### src/common/gnn_pkg.sv
`default_nettype none

package gnn_pkg;

  // --------------------------------------------------
  // sizes
  // --------------------------------------------------
  localparam int NUM_LANES   = 4;
  localparam int LANE_W      = 12;
  localparam int LANE_IDX_W  = $clog2(NUM_LANES);
  localparam int H_ADDR_W    = 8;
  localparam int H_DEPTH     = 2 ** H_ADDR_W;
  localparam int H_WORD_W    = 19;
  localparam int HOST_DATA_W = NUM_LANES * LANE_W;
  localparam int WGT_COLS    = 64;
  localparam int COL_W       = 6;
  localparam int ENT_CNT_W   = 6;
  localparam int RSVD_W      = 12;
  localparam int MAX_NODES   = 16;
  localparam int ROW_W       = $clog2(MAX_NODES);
  localparam int NODE_W      = ROW_W + 1;
  localparam int FEAT_ADDR_W = 16;
  localparam int FEAT_DATA_W = 32;
  localparam int DBG_W       = 32;
  localparam int DBG_CNT_W   = 16;

  // --------------------------------------------------
  // encodings and debug constants
  // --------------------------------------------------
  localparam logic KIND_HDR  = 1'b1;  // bit 18 of an h_data word
  localparam logic KIND_ENT  = 1'b0;
  localparam logic SEL_HDATA = 1'b0;  // host write goes to the adjacency memory
  localparam logic SEL_WGT   = 1'b1;  // host write goes to the weight table

  localparam logic [FEAT_ADDR_W-1:0] FEAT_WIN_BASE = 16'd40;
  localparam logic [ROW_W-1:0]       TRIG_ROW_A    = 4'd3;
  localparam logic [ROW_W-1:0]       TRIG_ROW_B    = 4'd9;
  localparam int                     CAP_LANE      = 2;
  localparam logic [DBG_W-1:0]       BUILD_ID      = 32'h474e_0a17;

  // --------------------------------------------------
  // h_data word read as a row header or as an entry
  // --------------------------------------------------
  typedef struct packed {
    logic                 kind;
    logic [ENT_CNT_W-1:0] count;  // entries that follow this header
    logic [RSVD_W-1:0]    rsvd;
  } header_t;

  typedef struct packed {
    logic                     kind;
    logic [COL_W-1:0]         col;
    logic signed [LANE_W-1:0] val;
  } entry_t;

  typedef union packed {
    header_t hdr;
    entry_t  ent;
  } h_data_word_u;

  typedef struct packed {
    logic                   we;
    logic                   sel;
    logic [H_ADDR_W-1:0]    addr;
    logic [HOST_DATA_W-1:0] data;
  } host_wr_t;

  typedef struct packed {
    logic [NUM_LANES-1:0][LANE_W-1:0] lane;
  } sppe_t;

  typedef struct packed {
    logic                   ena;
    logic [FEAT_ADDR_W-1:0] addr;
    logic [FEAT_DATA_W-1:0] data;
  } feat_wr_t;

  typedef struct packed {
    logic spmm_vld;
    logic spmm_rdy;
    logic aggr_vld;
    logic aggr_rdy;
  } stage_evt_t;

endpackage

`default_nettype wire

### src/hw/layer_ctrl.sv
`timescale 1ns/1ns
`default_nettype none

module layer_ctrl (
  input  logic                       clk,
  input  logic                       rst_n,
  input  logic                       start_i,
  input  logic [gnn_pkg::NODE_W-1:0] num_nodes_i,
  input  logic                       aggr_rdy_i,
  output logic                       row_go_o,
  output logic [gnn_pkg::ROW_W-1:0]  row_idx_o,
  output logic                       done_o
);

  import gnn_pkg::*;

  typedef enum logic [1:0] {
    S_IDLE,
    S_GO,
    S_WAIT
  } state_e;

  state_e              state_q;
  logic [NODE_W-1:0]   num_q;
  logic [ROW_W-1:0]    row_q;
  logic                done_q;
  logic                last_row;

  assign last_row = (NODE_W'(row_q) + NODE_W'(1)) == num_q;

  always_ff @(posedge clk or negedge rst_n) begin
    if (!rst_n) begin
      state_q <= S_IDLE;
      num_q   <= '0;
      row_q   <= '0;
      done_q  <= 1'b0;
    end else begin
      done_q <= 1'b0;
      case (state_q)
        S_IDLE: begin
          if (start_i) begin
            num_q <= num_nodes_i;  // node count is frozen for the whole run
            row_q <= '0;
            if (num_nodes_i == '0) begin
              done_q <= 1'b1;  // empty layer finishes at once
            end else begin
              state_q <= S_GO;
            end
          end
        end
        S_GO: begin
          state_q <= S_WAIT;
        end
        S_WAIT: begin
          if (aggr_rdy_i) begin
            if (last_row) begin
              state_q <= S_IDLE;
              done_q  <= 1'b1;
            end else begin
              row_q   <= row_q + 1'b1;
              state_q <= S_GO;  // next row goes out one cycle after aggr_rdy
            end
          end
        end
        default: begin
          state_q <= S_IDLE;
        end
      endcase
    end
  end

  assign row_go_o  = (state_q == S_GO);
  assign row_idx_o = row_q;
  assign done_o    = done_q;

endmodule

`default_nettype wire

### config.mk
export PLATFORM = sky130hd
export DESIGN_NAME = layer_ctrl
export DESIGN_NICKNAME = d
export VERILOG_FILES = /design/src/common/gnn_pkg.sv /design/src/hw/layer_ctrl.sv
export SDC_FILE = /design/constraint.sdc
export NUM_CORES = 1
export LEC_CHECK = 0
export ABC_AREA = 1
export BUFFER_PORTS_ARGS = -buffer_cell sky130_fd_sc_hd__buf_4
export CORE_MARGIN = 2
export CORE_UTILIZATION = 49
export CTS_BUF_LIST = sky130_fd_sc_hd__clkbuf_8
export DETAILED_ROUTE_END_ITERATION = 10
export PLACE_DENSITY = 0.76
export SLEW_MARGIN = 20
export SYNTH_ARGS = -nofsm -noshare
export SYNTH_HDL_FRONTEND = slang
export SYNTH_SLANG_ARGS = --single-unit
### constraint.sdc
create_clock -name clk -period 1.45 [get_ports clk]
set_input_delay 0.0725 -clock clk [delete_from_list [all_inputs] [get_ports clk]]
set_output_delay 0.0725 -clock clk [all_outputs]
set_load 0.01 [all_outputs]
==> results of run 1 <==
## state kept, by name, summed over array words and instances, names as in the netlist
register / count
done_o: 1
num_q: 5
row_idx_o: 4
state_q: 2
## layout by cell type, fill, tap and decap left out, drive strengths merged
| cell type | n |
|---|---|
| nor2 | 10 |
| dfrtp | 12 |
| o21ai | 7 |
| mux2 | 1 |
| o31ai | 1 |
| inv | 19 |
| nand3 | 10 |
| ha | 1 |
| nor3 | 2 |
| nand2 | 32 |
| dlygate4sd3 | 1 |
| clkbuf | 4 |
| nand4 | 3 |
| buf | 20 |
## worst reg2reg max path, cell delays in order, from the launching register on
cell and delay, ns:
dfrtp_2 0.43, ha_4 0.18, inv_1 0.07, nand2_2 0.06
nand2_2 0.07, nand2_2 0.06, nand3_2 0.07, nor2_2 0.05
nand2_2 0.08, nand2_2 0.07, nand2_4 0.09, nand2_4 0.07
nand2_1 0.07, nand2_1 0.04
## stage by stage
stage | setup TNS, ns | setup WS, ns | hold slack [ns]
detailed placement | -0.2086 | -0.05825 | -0.07882
global route | -0.6917 | -0.1499 | 0.08223
global placement | -0.003734 | -0.003734 | -0.08143
CTS | -0.1714 | -0.04582 | 0.08235
floorplan | 0 | 0.004806 | -0.2231
finish | -0.1934 | -0.05525 | 0.08142
## report_power, final
group          total, mW  internal [mW]  switching [mW]  leakage, nW
Clock              0.363          0.240           0.123       0.0288
Sequential         0.554          0.454           0.100        0.150
Combinational      0.850          0.351           0.499        0.338
## routing by layer
layer  wire [um]  vias to the layer above  part of all wire [%]  GRT usage, %
met5           0                        -                     0             0
met4           0                        0                     0         3.871
met3         105                        0                   6.3         3.879
met2         885                       25                    53         36.88
met1         671                      314                    40         25.21
li1            -                      357                     -             -
## layout make-up
type	instances	area [sq um]	area share, %
flip-flops and latches	12	304.0	31.27
multi-input cells	67	362.8	37.32
well taps	15	18.77	1.931
repair buffers	21	160.2	16.47
inverters	19	71.32	7.336
clock buffers	4	55.05	5.663
## final timing paths
| check | slack (ns) | end | cells after the start | start |
|---|---|---|---|---|
| setup reg to reg | -0.06 | row_idx_o[1] | 13 | row_idx_o[0] |
| max in group asynchronous | 1.07 | row_idx_o[1] | 2 | rst_n |
| hold reg to reg | 0.51 | state_q[1] | 1 | state_q[1] |
| min in group asynchronous | 0.21 | row_idx_o[3] | 2 | rst_n |
| setup / recovery | -0.06 | row_idx_o[1] | 13 | row_idx_o[0] |
| hold / removal | 0.08 | num_q[0] | 2 | num_nodes_i[0] |
## kinds of logic (layout without fill, tap and decap cells)
logic type                 after synthesis  after routing  share of synthesized area [%]
and+or+nand+nor                         57             57                          38.05
buffers and inverters                   19             44                          10.09
AOI/OAI and AO/OA                        8              8                          6.018
muxes                                    1              1                          1.593
adders and majority gates                1              1                          1.770
DFF                                     12             12                          42.48
## timing repair
action | 4_1_cts | 5_1_grt
setup buffers | 2 | 1
endpoints found under the setup margin | 5 | 6
resized for setup | 2 | 6
hold buffers | 1 | 0
pin swaps | 6 | 3
hold endpoints to repair | 12 | 0
==> results_tabular.tex, run 1 <==
\begin{tabular}{lr}
\hline
Metric & Value \\
\hline
\multicolumn{2}{l}{\textbf{Route}} \\
\quad DRC violations left & 0 \\
\quad Avg WL per Cell & 12.04 um \\
\quad Initial DRC Count & 20 \\
\quad Overall via count from detail\_route & 696 \\
\quad Via density & 5.043 \\
\quad Wire length after detailed routing & 1661 um \\
\quad Routed Antenna Nets & 0 \\
\quad Number of iterations in the first detailed-routing pass & 4 \\
\multicolumn{2}{l}{\textbf{Outcome}} \\
\quad Violated checks & negative setup slack \\
\quad Outcome & finished with violations \\
\multicolumn{2}{l}{\textbf{Power and ir drop}} \\
\quad Worst voltage drop across the vdd grid & 1325 uV \\
\quad Static leakage & 0.5167 nW \\
\quad Overall power consumption & 1.767 mW \\
\quad Pwr Density & 1817 mW/mm\^{}2 \\
\multicolumn{2}{l}{\textbf{Logic synthesis}} \\
\quad Number of nets in the synthesized netlist & 108 \\
\quad Number of enable flip-flop cells after synthesis & 0 \\
\quad Top cells by area, synth & dfrtp\_1, nand2\_1, inv\_1, nand3\_1, nor2\_1 \\
\quad Synthesized area divided by synthesized cell count & 7.214 sq um \\
\quad Largest area contributor in the synthesized netlist & dfrtp\_1 \\
\quad Share of synthesized registers carrying an async set or reset & 100.0\% \\
\quad Post-synth top cells & nand2\_1, inv\_1, dfrtp\_1, nor2\_1, nand3\_1 \\
\quad Most used standard cell by instance count after synthesis & nand2\_1 \\
\quad Proportion of netlist area held by the largest area contributor & 42.48\% \\
\quad Synthesized instance count & 98 \\
\quad Netlist Area Pre-Place & 706.9 sq um \\
\quad Number of flip-flops and latches in the synthesized netlist & 12 \\
\quad Commonest register cell after synthesis & dfrtp\_1 \\
\quad Seq/Total Area, Yosys & 42.48\% \\
\quad Distinct cell type count of the synthesized netlist & 16 \\
\quad Synth Warn \# & 0 \\
\multicolumn{2}{l}{\textbf{Critical path}} \\
\quad Slowest cell delay on critical path & 0.43 ns \\
\quad Critical path launch point type & flip-flop \\
\quad Buf+Inv Stages, Crit Path & 1 \\
\quad Worst setup EP type & flip-flop \\
\quad Critical path required time & 1.57 ns \\
\quad Cell chain of the critical path & ha\_4 -> inv\_1 -> nand2\_2 -> nand2\_2 -> nand2\_2 -> nand3\_2 -> nor2\_2 -> nand2\_2 -> nand2\_2 -> nand2\_4 -> nand2\_4 -> nand2\_1 -> nand2\_1 \\
\quad Critical path start-end classification & reg2reg \\
\quad CP delay by family, top & simple AND/OR/NAND/NOR gates \\
\quad Data arrival time of the worst path & 1.63 ns \\
\quad Critical-path cell with the highest stage delay & dfrtp\_2 \\
\quad Maximum net fanout on the critical path & 5 \\
\quad Dominant cell type by count on the critical path & nand2\_2 \\
\multicolumn{2}{l}{\textbf{Job}} \\
\quad Max\_cap viols & 0 \\
\multicolumn{2}{l}{\textbf{Global route}} \\
\quad Pin count of the biggest net entering global routing & 13 \\
\quad Aggregate global routing overflow & 0 \\
\quad All-layer global routing usage & 20.40\% \\
\quad Antenna violations before repair & 0 \\
\quad Vias in the first global route & 676 \\
\quad Wire length of the first global-routing pass & 2760 um \\
\multicolumn{2}{l}{\textbf{Placed design}} \\
\quad Placed cell areas & 868.3 sq um \\
\quad Total instance count after detailed placement & 130 \\
\quad IO buf count & 14 \\
\quad Global placer's final weighted congestion & 0.7952 \\
\quad Sum of net half-perimeters after detailed placement & 1255 um \\
\multicolumn{2}{l}{\textbf{Floorplan}} \\
\quad Die span in y & 41.99 um \\
\quad Starting density of the core & 53.66\% \\
\quad I/O Pins & 15 \\
\quad Std cell rows & 13 \\
\quad Die ar. & 0.001763 sq mm \\
\quad Area of the core region & 0.001318 sq mm \\
\quad Die X-Extent & 41.99 um \\
\multicolumn{2}{l}{\textbf{Clock network}} \\
\quad Cts bufs inserted & 3 \\
\quad Maximum clock insertion buffer count & 2 \\
\quad Clock tree root buffer cell & clkbuf\_8 \\
\quad Clock tree from TritonCTS & done \\
\quad Total number of H-tree levels & 1 \\
\quad Clock network latency to the later pin of the worst-skew pair & 0.24 ns \\
\quad Clock transition at path regs & 0.06 ns \\
\quad Clk sink count & 12 \\
\multicolumn{2}{l}{\textbf{STA}} \\
\quad Worst clock skew on the final layout & 0.003491 ns \\
\quad Fraction of the cycle the final worst path needs & 103.8\% \\
\quad Max Transition Viols Final & 0 \\
\quad Final hold violation count & 0 \\
\quad Fmax & 664.3 MHz \\
\quad Final Worst Setup Slack & -0.05525 ns \\
\quad Transition at the pin with the smallest max-transition slack & 0.2585 ns \\
\quad Crit path time final & 1.505 ns \\
\quad Setup-failing EPs final & 4 \\
\quad Worst rel slew slack & 82.64\% \\
\quad RSZ-0062 raised after global routing & yes \\
\multicolumn{2}{l}{\textbf{Cells and area}} \\
\quad Area delta synth->final & 37.52\% \\
\quad Final layout net count & 134 \\
\quad Final instance area & 972.2 sq um \\
\quad Number of cells in the finished layout apart from fillers & 138 \\
\quad Count of fill cells added during filler insertion & 103 \\
\quad End-of-flow core utilization & 73.79\% \\
\quad Antenna diode instance count & 0 \\
\quad Layout cell share with drive strength beyond 1 & 34.96\% \\
\multicolumn{2}{l}{\textbf{Min path}} \\
\quad Classification of the worst-slack hold path & in2reg \\
\hline
\end{tabular}
No activity file was read; power rests on OpenSTA's default activity.
==> run 2: changes to the inputs <==
--- a/config.mk
+++ b/config.mk
@@ -12,7 +12,9 @@
 export CTS_BUF_LIST = sky130_fd_sc_hd__clkbuf_8
 export DETAILED_ROUTE_END_ITERATION = 10
 export PLACE_DENSITY = 0.76
+export SETUP_SLACK_MARGIN = 0.4
 export SLEW_MARGIN = 20
 export SYNTH_ARGS = -nofsm -noshare
 export SYNTH_HDL_FRONTEND = slang
 export SYNTH_SLANG_ARGS = --single-unit
+export TNS_END_PERCENT = 30
==> run 2 against run 1 <==
Net effect:
- the flow still finishes with violations (negative setup slack)
- first-iteration DRC count down 20%
- combinational power barely moved
- design area rose by 0.90%
- sequential cell count is the same
- utilization is 0.66 points higher
- wire length shrank 3.1%
- die area is the same
- clock skew about the same
- cell count up 1.4%
- via count down 0.86%
- worst hold slack got worse by 0.017 ns
- non-clock buffer count is 2 higher
- largest cell class unchanged
- highest routed layer is now met4
==> results_tabular.tex, run 2 (same netlist as run 1, synthesis figures left out) <==
\begin{tabular}{lr}
\hline
Metric & Value \\
\hline
\multicolumn{2}{l}{\textbf{Critical path}} \\
\quad Dominant cell type by count on the critical path & nand2\_1 \\
\quad R2r startpoint & row\_idx\_o[0] \\
\quad Critical path start-end classification & reg2reg \\
\quad FF-to-FF setup slack & -0.04 ns (about the same) \\
\quad Buf+Inv Stages, Crit Path & 1 (unchanged) \\
\quad Data arrival time of the worst path & 1.62 ns (about the same) \\
\quad Worst setup EP type & flip-flop \\
\quad CP delay by family, top & simple AND/OR/NAND/NOR gates \\
\quad Path depth of the worst reg2reg path & 12 (-1) \\
\quad Endpoint of the lowest-slack register-to-register path & row\_idx\_o[1] \\
\quad Critical path launch point type & flip-flop \\
\quad Critical-path cell with the highest stage delay & dfrtp\_2 \\
\quad Slowest cell delay on critical path & 0.44 ns (about the same) \\
\quad Critical path required time & 1.58 ns (about the same) \\
\quad Cell chain of the critical path & ha\_4 -> inv\_2 -> nand2\_1 -> nand2\_1 -> nand3\_2 -> nor2\_2 -> nand2\_2 -> nand2\_2 -> nand2\_4 -> nand2\_4 -> nand2\_1 -> nand2\_1 \\
\quad Maximum net fanout on the critical path & 5 (unchanged) \\
\multicolumn{2}{l}{\textbf{Global route}} \\
\quad All-layer global routing usage & 20.45\% (+0.054 points) \\
\quad Wire length of the first global-routing pass & 2697 um (-2.3\%) \\
\quad Antenna violations before repair & 0 (unchanged) \\
\quad Pin count of the biggest net entering global routing & 13 (unchanged) \\
\quad Aggregate global routing overflow & 0 (unchanged) \\
\quad Vias in the first global route & 650 (-3.8\%) \\
\multicolumn{2}{l}{\textbf{Clock network}} \\
\quad Clock network latency to the later pin of the worst-skew pair & 0.24 ns (about the same) \\
\quad Maximum clock insertion buffer count & 2 (unchanged) \\
\quad Clock transition at path regs & 0.05 ns (about the same) \\
\quad Clock tree from TritonCTS & done \\
\quad Clk sink count & 12 (unchanged) \\
\quad Clock tree root buffer cell & clkbuf\_8 \\
\quad Cts bufs inserted & 3 (unchanged) \\
\quad Total number of H-tree levels & 1 (unchanged) \\
\multicolumn{2}{l}{\textbf{Route}} \\
\quad Via density & 4.929 (-2.3\%) \\
\quad Initial DRC Count & 16 (-20\%) \\
\quad Number of iterations in the first detailed-routing pass & 4 (unchanged) \\
\quad DRC violations left & 0 (unchanged) \\
\quad Avg WL per Cell & 11.49 um (-4.5\%) \\
\quad Wire length after detailed routing & 1609 um (-3.1\%) \\
\quad Routed Antenna Nets & 0 (unchanged) \\
\quad Overall via count from detail\_route & 690 (-0.86\%) \\
\multicolumn{2}{l}{\textbf{Floorplan}} \\
\quad Die X-Extent & 41.99 um (unchanged) \\
\quad Die span in y & 41.99 um (unchanged) \\
\quad I/O Pins & 15 (unchanged) \\
\quad Area of the core region & 0.001318 sq mm (unchanged) \\
\quad Std cell rows & 13 (unchanged) \\
\quad Die ar. & 0.001763 sq mm (unchanged) \\
\quad Starting density of the core & 53.66\% (unchanged) \\
\multicolumn{2}{l}{\textbf{Cells and area}} \\
\quad End-of-flow core utilization & 74.45\% (+0.66 points) \\
\quad Most common library cell in the layout ignoring fill and taps & nand2\_1 \\
\quad Most frequent cells in the layout & nand2\_1, buf\_4, inv\_1, dfrtp\_1 \\
\quad Number of cells in the finished layout apart from fillers & 140 (+1.4\%) \\
\quad Largest Register & num\_q \\
\quad Flip-flop count of the largest register, all copies and words added & 5 (unchanged) \\
\quad Final layout net count & 136 (+1.5\%) \\
\quad Antenna diode instance count & 0 (unchanged) \\
\quad Layout cell share with drive strength beyond 1 & 36.80\% (+1.8 points) \\
\quad Area delta synth->final & 38.76\% \\
\multicolumn{2}{l}{\textbf{STA}} \\
\quad Setup-failing EPs final & 4 (unchanged) \\
\quad Worst rel slew slack & 81.73\% (-0.91 points) \\
\quad Crit path time final & 1.491 ns (-0.01420 ns) \\
\quad Worst Hold Slack & 0.06454 ns (-0.01687 ns) \\
\quad Worst clock skew on the final layout & 0.003436 ns (-0.00005483 ns) \\
\quad RSZ-0062 raised after global routing & yes \\
\quad Final hold violation count & 0 (unchanged) \\
\quad Final Worst Setup Slack & -0.04105 ns (+0.01420 ns) \\
\quad Max Transition Viols Final & 0 (unchanged) \\
\quad Transition at the pin with the smallest max-transition slack & 0.2712 ns (+0.01272 ns) \\
\quad Fraction of the cycle the final worst path needs & 102.8\% (-0.98 points) \\
\quad Fmax & 670.7 MHz (+0.95\%) \\
\multicolumn{2}{l}{\textbf{Placed design}} \\
\quad IO buf count & 14 (unchanged) \\
\quad Worst slack at placement & -0.05607 ns (+0.002183 ns) \\
\quad Total instance count after detailed placement & 129 (-0.77\%) \\
\quad Sum of net half-perimeters after detailed placement & 1106 um (-12\%) \\
\quad Global placer's final weighted congestion & 0.8068 (+1.5\%) \\
\multicolumn{2}{l}{\textbf{Outcome}} \\
\quad Violated checks & negative setup slack \\
\quad Outcome & finished with violations \\
\multicolumn{2}{l}{\textbf{Power and ir drop}} \\
\quad Overall power consumption & 1.711 mW (-3.1\%) \\
\quad Pwr Density & 1745 mW/mm\^{}2 (-4.0\%) \\
\quad Worst voltage drop across the vdd grid & 982.7 uV (-26\%) \\
\quad Static leakage & 0.5241 nW (+1.4\%) \\
\multicolumn{2}{l}{\textbf{Min path}} \\
\quad Classification of the worst-slack hold path & in2reg \\
\quad Start point of the worst min-delay path & start\_i \\
\quad Instance count along the most critical hold path & 3 (+1) \\
\quad Worst-case hold path end point & done\_o \\
\multicolumn{2}{l}{\textbf{Job}} \\
\quad Max\_cap viols & 0 (unchanged) \\
\hline
\end{tabular}
run 2: how the worst max path moves through the flow:
stage,startpoint,end,cells past startpoint
4_1_cts,row_idx_o[0],row_idx_o[1],12
3_3_place_gp,row_idx_o[0],row_idx_o[1],11
3_5_place_dp,row_idx_o[0],row_idx_o[1],11
2_1_floorplan,row_idx_o[0],row_idx_o[2],12
6_report,row_idx_o[0],row_idx_o[1],12
5_1_grt,row_idx_o[0],row_idx_o[3],12
run 2: repair_timing:
action | 4_1_cts | 5_1_grt
pin swaps | 3 | 1
buffers inserted | 5 | 1
hold buffers | 1 | 0
endpoints found under the setup margin | 7 | 13
resized for setup | 3 | 7
endpoints found under the hold margin | 12 | 0
run 2: area by class of cell:
class,count,area (sq um)
Multi-Input combinational cell,67,362.8
Fill cell,107,336.6
Clock buffer,3,41.29
Inverter,19,71.32
Timing Repair Buffer,23,178.9
Clock inverter,1,3.754
Sequential cell,12,304.0
Tap cell,15,18.77
run 2: metal layers:
metal	global-route usage, %	wire, um	up-vias
met5	0	0	-
li1	-	-	362
met4	3.871	18	0
met1	22.87	685	307
met3	6.466	70	4
met2	37.81	834	17
run 2: report_power, final:
part | total, mW | internal (mW) | switching (mW) | leakage, nW
combinational | 0.851 | 0.370 | 0.481 | 0.347
sequential | 0.553 | 0.454 | 0.0989 | 0.150
clock | 0.308 | 0.186 | 0.121 | 0.0269
run 2: through the flow:
stage                     area [sq um]  setup TNS, ns
after floorplan                  721.9              0
after global placement           860.8       -0.01104
after detailed placement         860.8        -0.1535
after CTS                        958.4        -0.1276
after global routing             980.9        -0.6454
final                            980.9        -0.1289
run 2: worst reg2reg max path, delay by kind of cell (launching register included):
| kind | cells | cell delay (ns) |
|---|---|---|
| fa+ha+maj | 1 | 0.29 |
| buf+inv | 1 | 0.03 |
| flops | 1 | 0.44 |
| simple gates | 10 | 0.61 |
==> run 3: changes to the inputs <==
--- a/config.mk
+++ b/config.mk
@@ -11,8 +11,8 @@
 export CORE_UTILIZATION = 49
 export CTS_BUF_LIST = sky130_fd_sc_hd__clkbuf_8
 export DETAILED_ROUTE_END_ITERATION = 10
-export PLACE_DENSITY = 0.76
-export SETUP_SLACK_MARGIN = 0.4
+export PLACE_DENSITY = 0.8
+export SETUP_SLACK_MARGIN = 0.05
 export SLEW_MARGIN = 20
 export SYNTH_ARGS = -nofsm -noshare
 export SYNTH_HDL_FRONTEND = slang
==> run 3 against run 2 <==
Net effect:
- critical path type unchanged
- via count up 0.58%
- power down 1.2%
- setup slack better by 0.0063 ns
- sequential cell count unchanged
- utilization down 2.9 points
- cell count down 4.3%
- clock power down 2%
- non-clock buffer count down 5
- clock-buffer cell count unchanged
- critical path depth unchanged
- register-to-register slack about the same
- largest cell class unchanged
- the run still ends with negative setup slack left
==> results_tabular.tex, run 3 (same netlist as run 1, synthesis figures left out) <==
\begin{tabular}{lr}
\hline
Metric & Value \\
\hline
\multicolumn{2}{l}{\textbf{Outcome}} \\
\quad Outcome & finished with violations \\
\quad Violated checks & negative setup slack \\
\multicolumn{2}{l}{\textbf{Floorplan}} \\
\quad Area of the core region & 0.001318 sq mm (unchanged) \\
\quad I/O Pins & 15 (unchanged) \\
\quad Die X-Extent & 41.99 um (unchanged) \\
\quad Starting density of the core & 53.66\% (unchanged) \\
\quad Die ar. & 0.001763 sq mm (unchanged) \\
\quad Die span in y & 41.99 um (unchanged) \\
\quad Std cell rows & 13 (unchanged) \\
\multicolumn{2}{l}{\textbf{Critical path}} \\
\quad Worst setup EP type & flip-flop \\
\quad R2r startpoint & row\_idx\_o[0] \\
\quad Critical path required time & 1.58 ns (about the same) \\
\quad Critical path launch point type & flip-flop \\
\quad Start point of the critical path & row\_idx\_o[0] \\
\quad Data arrival time of the worst path & 1.62 ns (about the same) \\
\quad Slowest cell delay on critical path & 0.43 ns (about the same) \\
\quad Dominant cell type by count on the critical path & nand2\_2 \\
\quad Cell chain of the critical path & ha\_4 -> inv\_4 -> nand2\_2 -> nand2\_2 -> nand3\_2 -> nor2\_2 -> nand2\_2 -> nand2\_2 -> nand2\_4 -> nand2\_4 -> nand2\_1 -> nand2\_1 \\
\quad Critical path start-end classification & reg2reg \\
\quad Maximum net fanout on the critical path & 5 (unchanged) \\
\quad Critical-path cell with the highest stage delay & dfrtp\_2 \\
\multicolumn{2}{l}{\textbf{Power and ir drop}} \\
\quad Worst voltage drop across the vdd grid & 1102 uV (+12\%) \\
\quad Overall power consumption & 1.691 mW (-1.2\%) \\
\quad Static leakage & 0.4980 nW (-5.0\%) \\
\quad Pwr Density & 1795 mW/mm\^{}2 (+2.9\%) \\
\multicolumn{2}{l}{\textbf{Cells and area}} \\
\quad Layout cell share with drive strength beyond 1 & 34.45\% (-2.3 points) \\
\quad Number of cells in the finished layout apart from fillers & 134 (-4.3\%) \\
\quad Flip-flop count of the largest register, all copies and words added & 5 (unchanged) \\
\quad End-of-flow core utilization & 71.51\% (-2.9 points) \\
\quad Area taken by multi-input logic gates & 367.9 sq um (+1.4\%) \\
\quad Most common library cell in the layout ignoring fill and taps & nand2\_1 \\
\quad Largest Register & num\_q \\
\quad Count of fill cells added during filler insertion & 101 (-5.6\%) \\
\quad Most frequent cells in the layout & nand2\_1, inv\_1, buf\_4, dfrtp\_1, nand2\_2 \\
\quad Antenna diode instance count & 0 (unchanged) \\
\quad Final layout net count & 131 (-3.7\%) \\
\quad Register area & 302.8 sq um (-0.41\%) \\
\quad Area delta synth->final & 33.27\% \\
\quad Final instance area & 942.2 sq um (-4.0\%) \\
\multicolumn{2}{l}{\textbf{STA}} \\
\quad Crit path time final & 1.485 ns (-0.006339 ns) \\
\quad Worst rel slew slack & 77.95\% (-3.8 points) \\
\quad Max Transition Viols Final & 0 (unchanged) \\
\quad Setup-failing EPs final & 4 (unchanged) \\
\quad RSZ-0062 raised after global routing & yes \\
\quad Final Worst Setup Slack & -0.03471 ns (+0.006339 ns) \\
\quad Transition at the pin with the smallest max-transition slack & 0.3282 ns (+0.05700 ns) \\
\quad Worst Hold Slack & 0.07734 ns (+0.01279 ns) \\
\quad Fmax & 673.5 MHz (+0.43\%) \\
\quad Total Neg Setup Slack & -0.1181 ns (+0.01085 ns) \\
\quad Final hold violation count & 0 (unchanged) \\
\quad Worst clock skew on the final layout & 0.0009491 ns (-0.002487 ns) \\
\quad Fraction of the cycle the final worst path needs & 102.4\% (-0.44 points) \\
\multicolumn{2}{l}{\textbf{Global route}} \\
\quad Aggregate global routing overflow & 0 (unchanged) \\
\quad Antenna violations before repair & 0 (unchanged) \\
\quad Vias in the first global route & 725 (+12\%) \\
\quad Pin count of the biggest net entering global routing & 13 (unchanged) \\
\quad Wire length of the first global-routing pass & 2849 um (+5.6\%) \\
\quad All-layer global routing usage & 21.23\% (+0.78 points) \\
\multicolumn{2}{l}{\textbf{Clock network}} \\
\quad Clk sink count & 12 (unchanged) \\
\quad Clock transition at path regs & 0.05 ns (about the same) \\
\quad Maximum clock insertion buffer count & 2 (unchanged) \\
\quad Cts bufs inserted & 3 (unchanged) \\
\quad Clock network latency to the later pin of the worst-skew pair & 0.24 ns (about the same) \\
\quad Clock tree from TritonCTS & done \\
\quad Total number of H-tree levels & 1 (unchanged) \\
\quad Clock tree root buffer cell & clkbuf\_8 \\
\quad Postcts setup bufs & 0 (-5) \\
\multicolumn{2}{l}{\textbf{Placed design}} \\
\quad IO buf count & 14 (unchanged) \\
\quad Total instance count after detailed placement & 130 (+0.78\%) \\
\quad Sum of net half-perimeters after detailed placement & 1202 um (+8.7\%) \\
\quad Global placer's final weighted congestion & 0.7993 (-0.93\%) \\
\quad Placed cell areas & 868.3 sq um (+0.87\%) \\
\quad Worst slack at placement & -0.02594 ns (+0.03013 ns) \\
\multicolumn{2}{l}{\textbf{Route}} \\
\quad DRC violations left & 0 (unchanged) \\
\quad Via density & 5.179 (+5.1\%) \\
\quad Routed Antenna Nets & 0 (unchanged) \\
\quad Avg WL per Cell & 11.94 um (+3.9\%) \\
\quad Number of iterations in the first detailed-routing pass & 4 (unchanged) \\
\quad Wire length after detailed routing & 1600 um (-0.56\%) \\
\quad Initial DRC Count & 14 (-2) \\
\quad Overall via count from detail\_route & 694 (+0.58\%) \\
\multicolumn{2}{l}{\textbf{Min path}} \\
\quad Classification of the worst-slack hold path & in2reg \\
\quad Start point of the worst min-delay path & num\_nodes\_i[0] \\
\multicolumn{2}{l}{\textbf{Job}} \\
\quad Max\_cap viols & 0 (unchanged) \\
\hline
\end{tabular}
[run 3: final timing paths]
kind / to / slack, ns / cells past startpoint
min in group asynchronous: num_q[0] / 0.21 / 2
max in group asynchronous: row_idx_o[1] / 1.08 / 2
worst min-delay path: num_q[0] / 0.08 / 2
worst min register to register: num_q[4] / 0.52 / 2
worst max-delay path: row_idx_o[1] / -0.03 / 12
worst max register to register: row_idx_o[1] / -0.03 / 12
[run 3: repair_timing]
action                                  4_1_cts  5_1_grt
endpoints found under the setup margin        5        6
resized for setup                             1        9
pin swaps                                     0        2
hold buffers                                  1        0
endpoints found under the hold margin        12        0
[run 3: report_power, final]
part | switching [mW] | internal (mW)
Sequential | 0.0972 | 0.454
Clock | 0.120 | 0.183
Combinational | 0.488 | 0.348
Total | 0.706 | 0.985
[run 3: cell type report]
type                       count  share of cell area (%)
multi-input combinational     67                   39.04
inverter                      19                   7.835
timing repair buffer          18                   14.61
sequential                    12                   32.14
tap                           15                   1.992
clock buffer                   3                   4.382
[run 3: routing by layer]
metal	GRT usage (%)	part of all wire (%)	wire [um]
met1	23.84	40	634
met2	37.19	54	857
met3	3.017	4.3	69
met4	13.55	2.4	38
met5	0	0	0
[run 3: critical path: cells and delay by family, from the launching register on]
kind | cells | cell delay (ns)
adders and majority gates | 1 | 0.29
buffers and inverters | 1 | 0.04
DFF | 1 | 0.43
and+or+nand+nor | 10 | 0.62
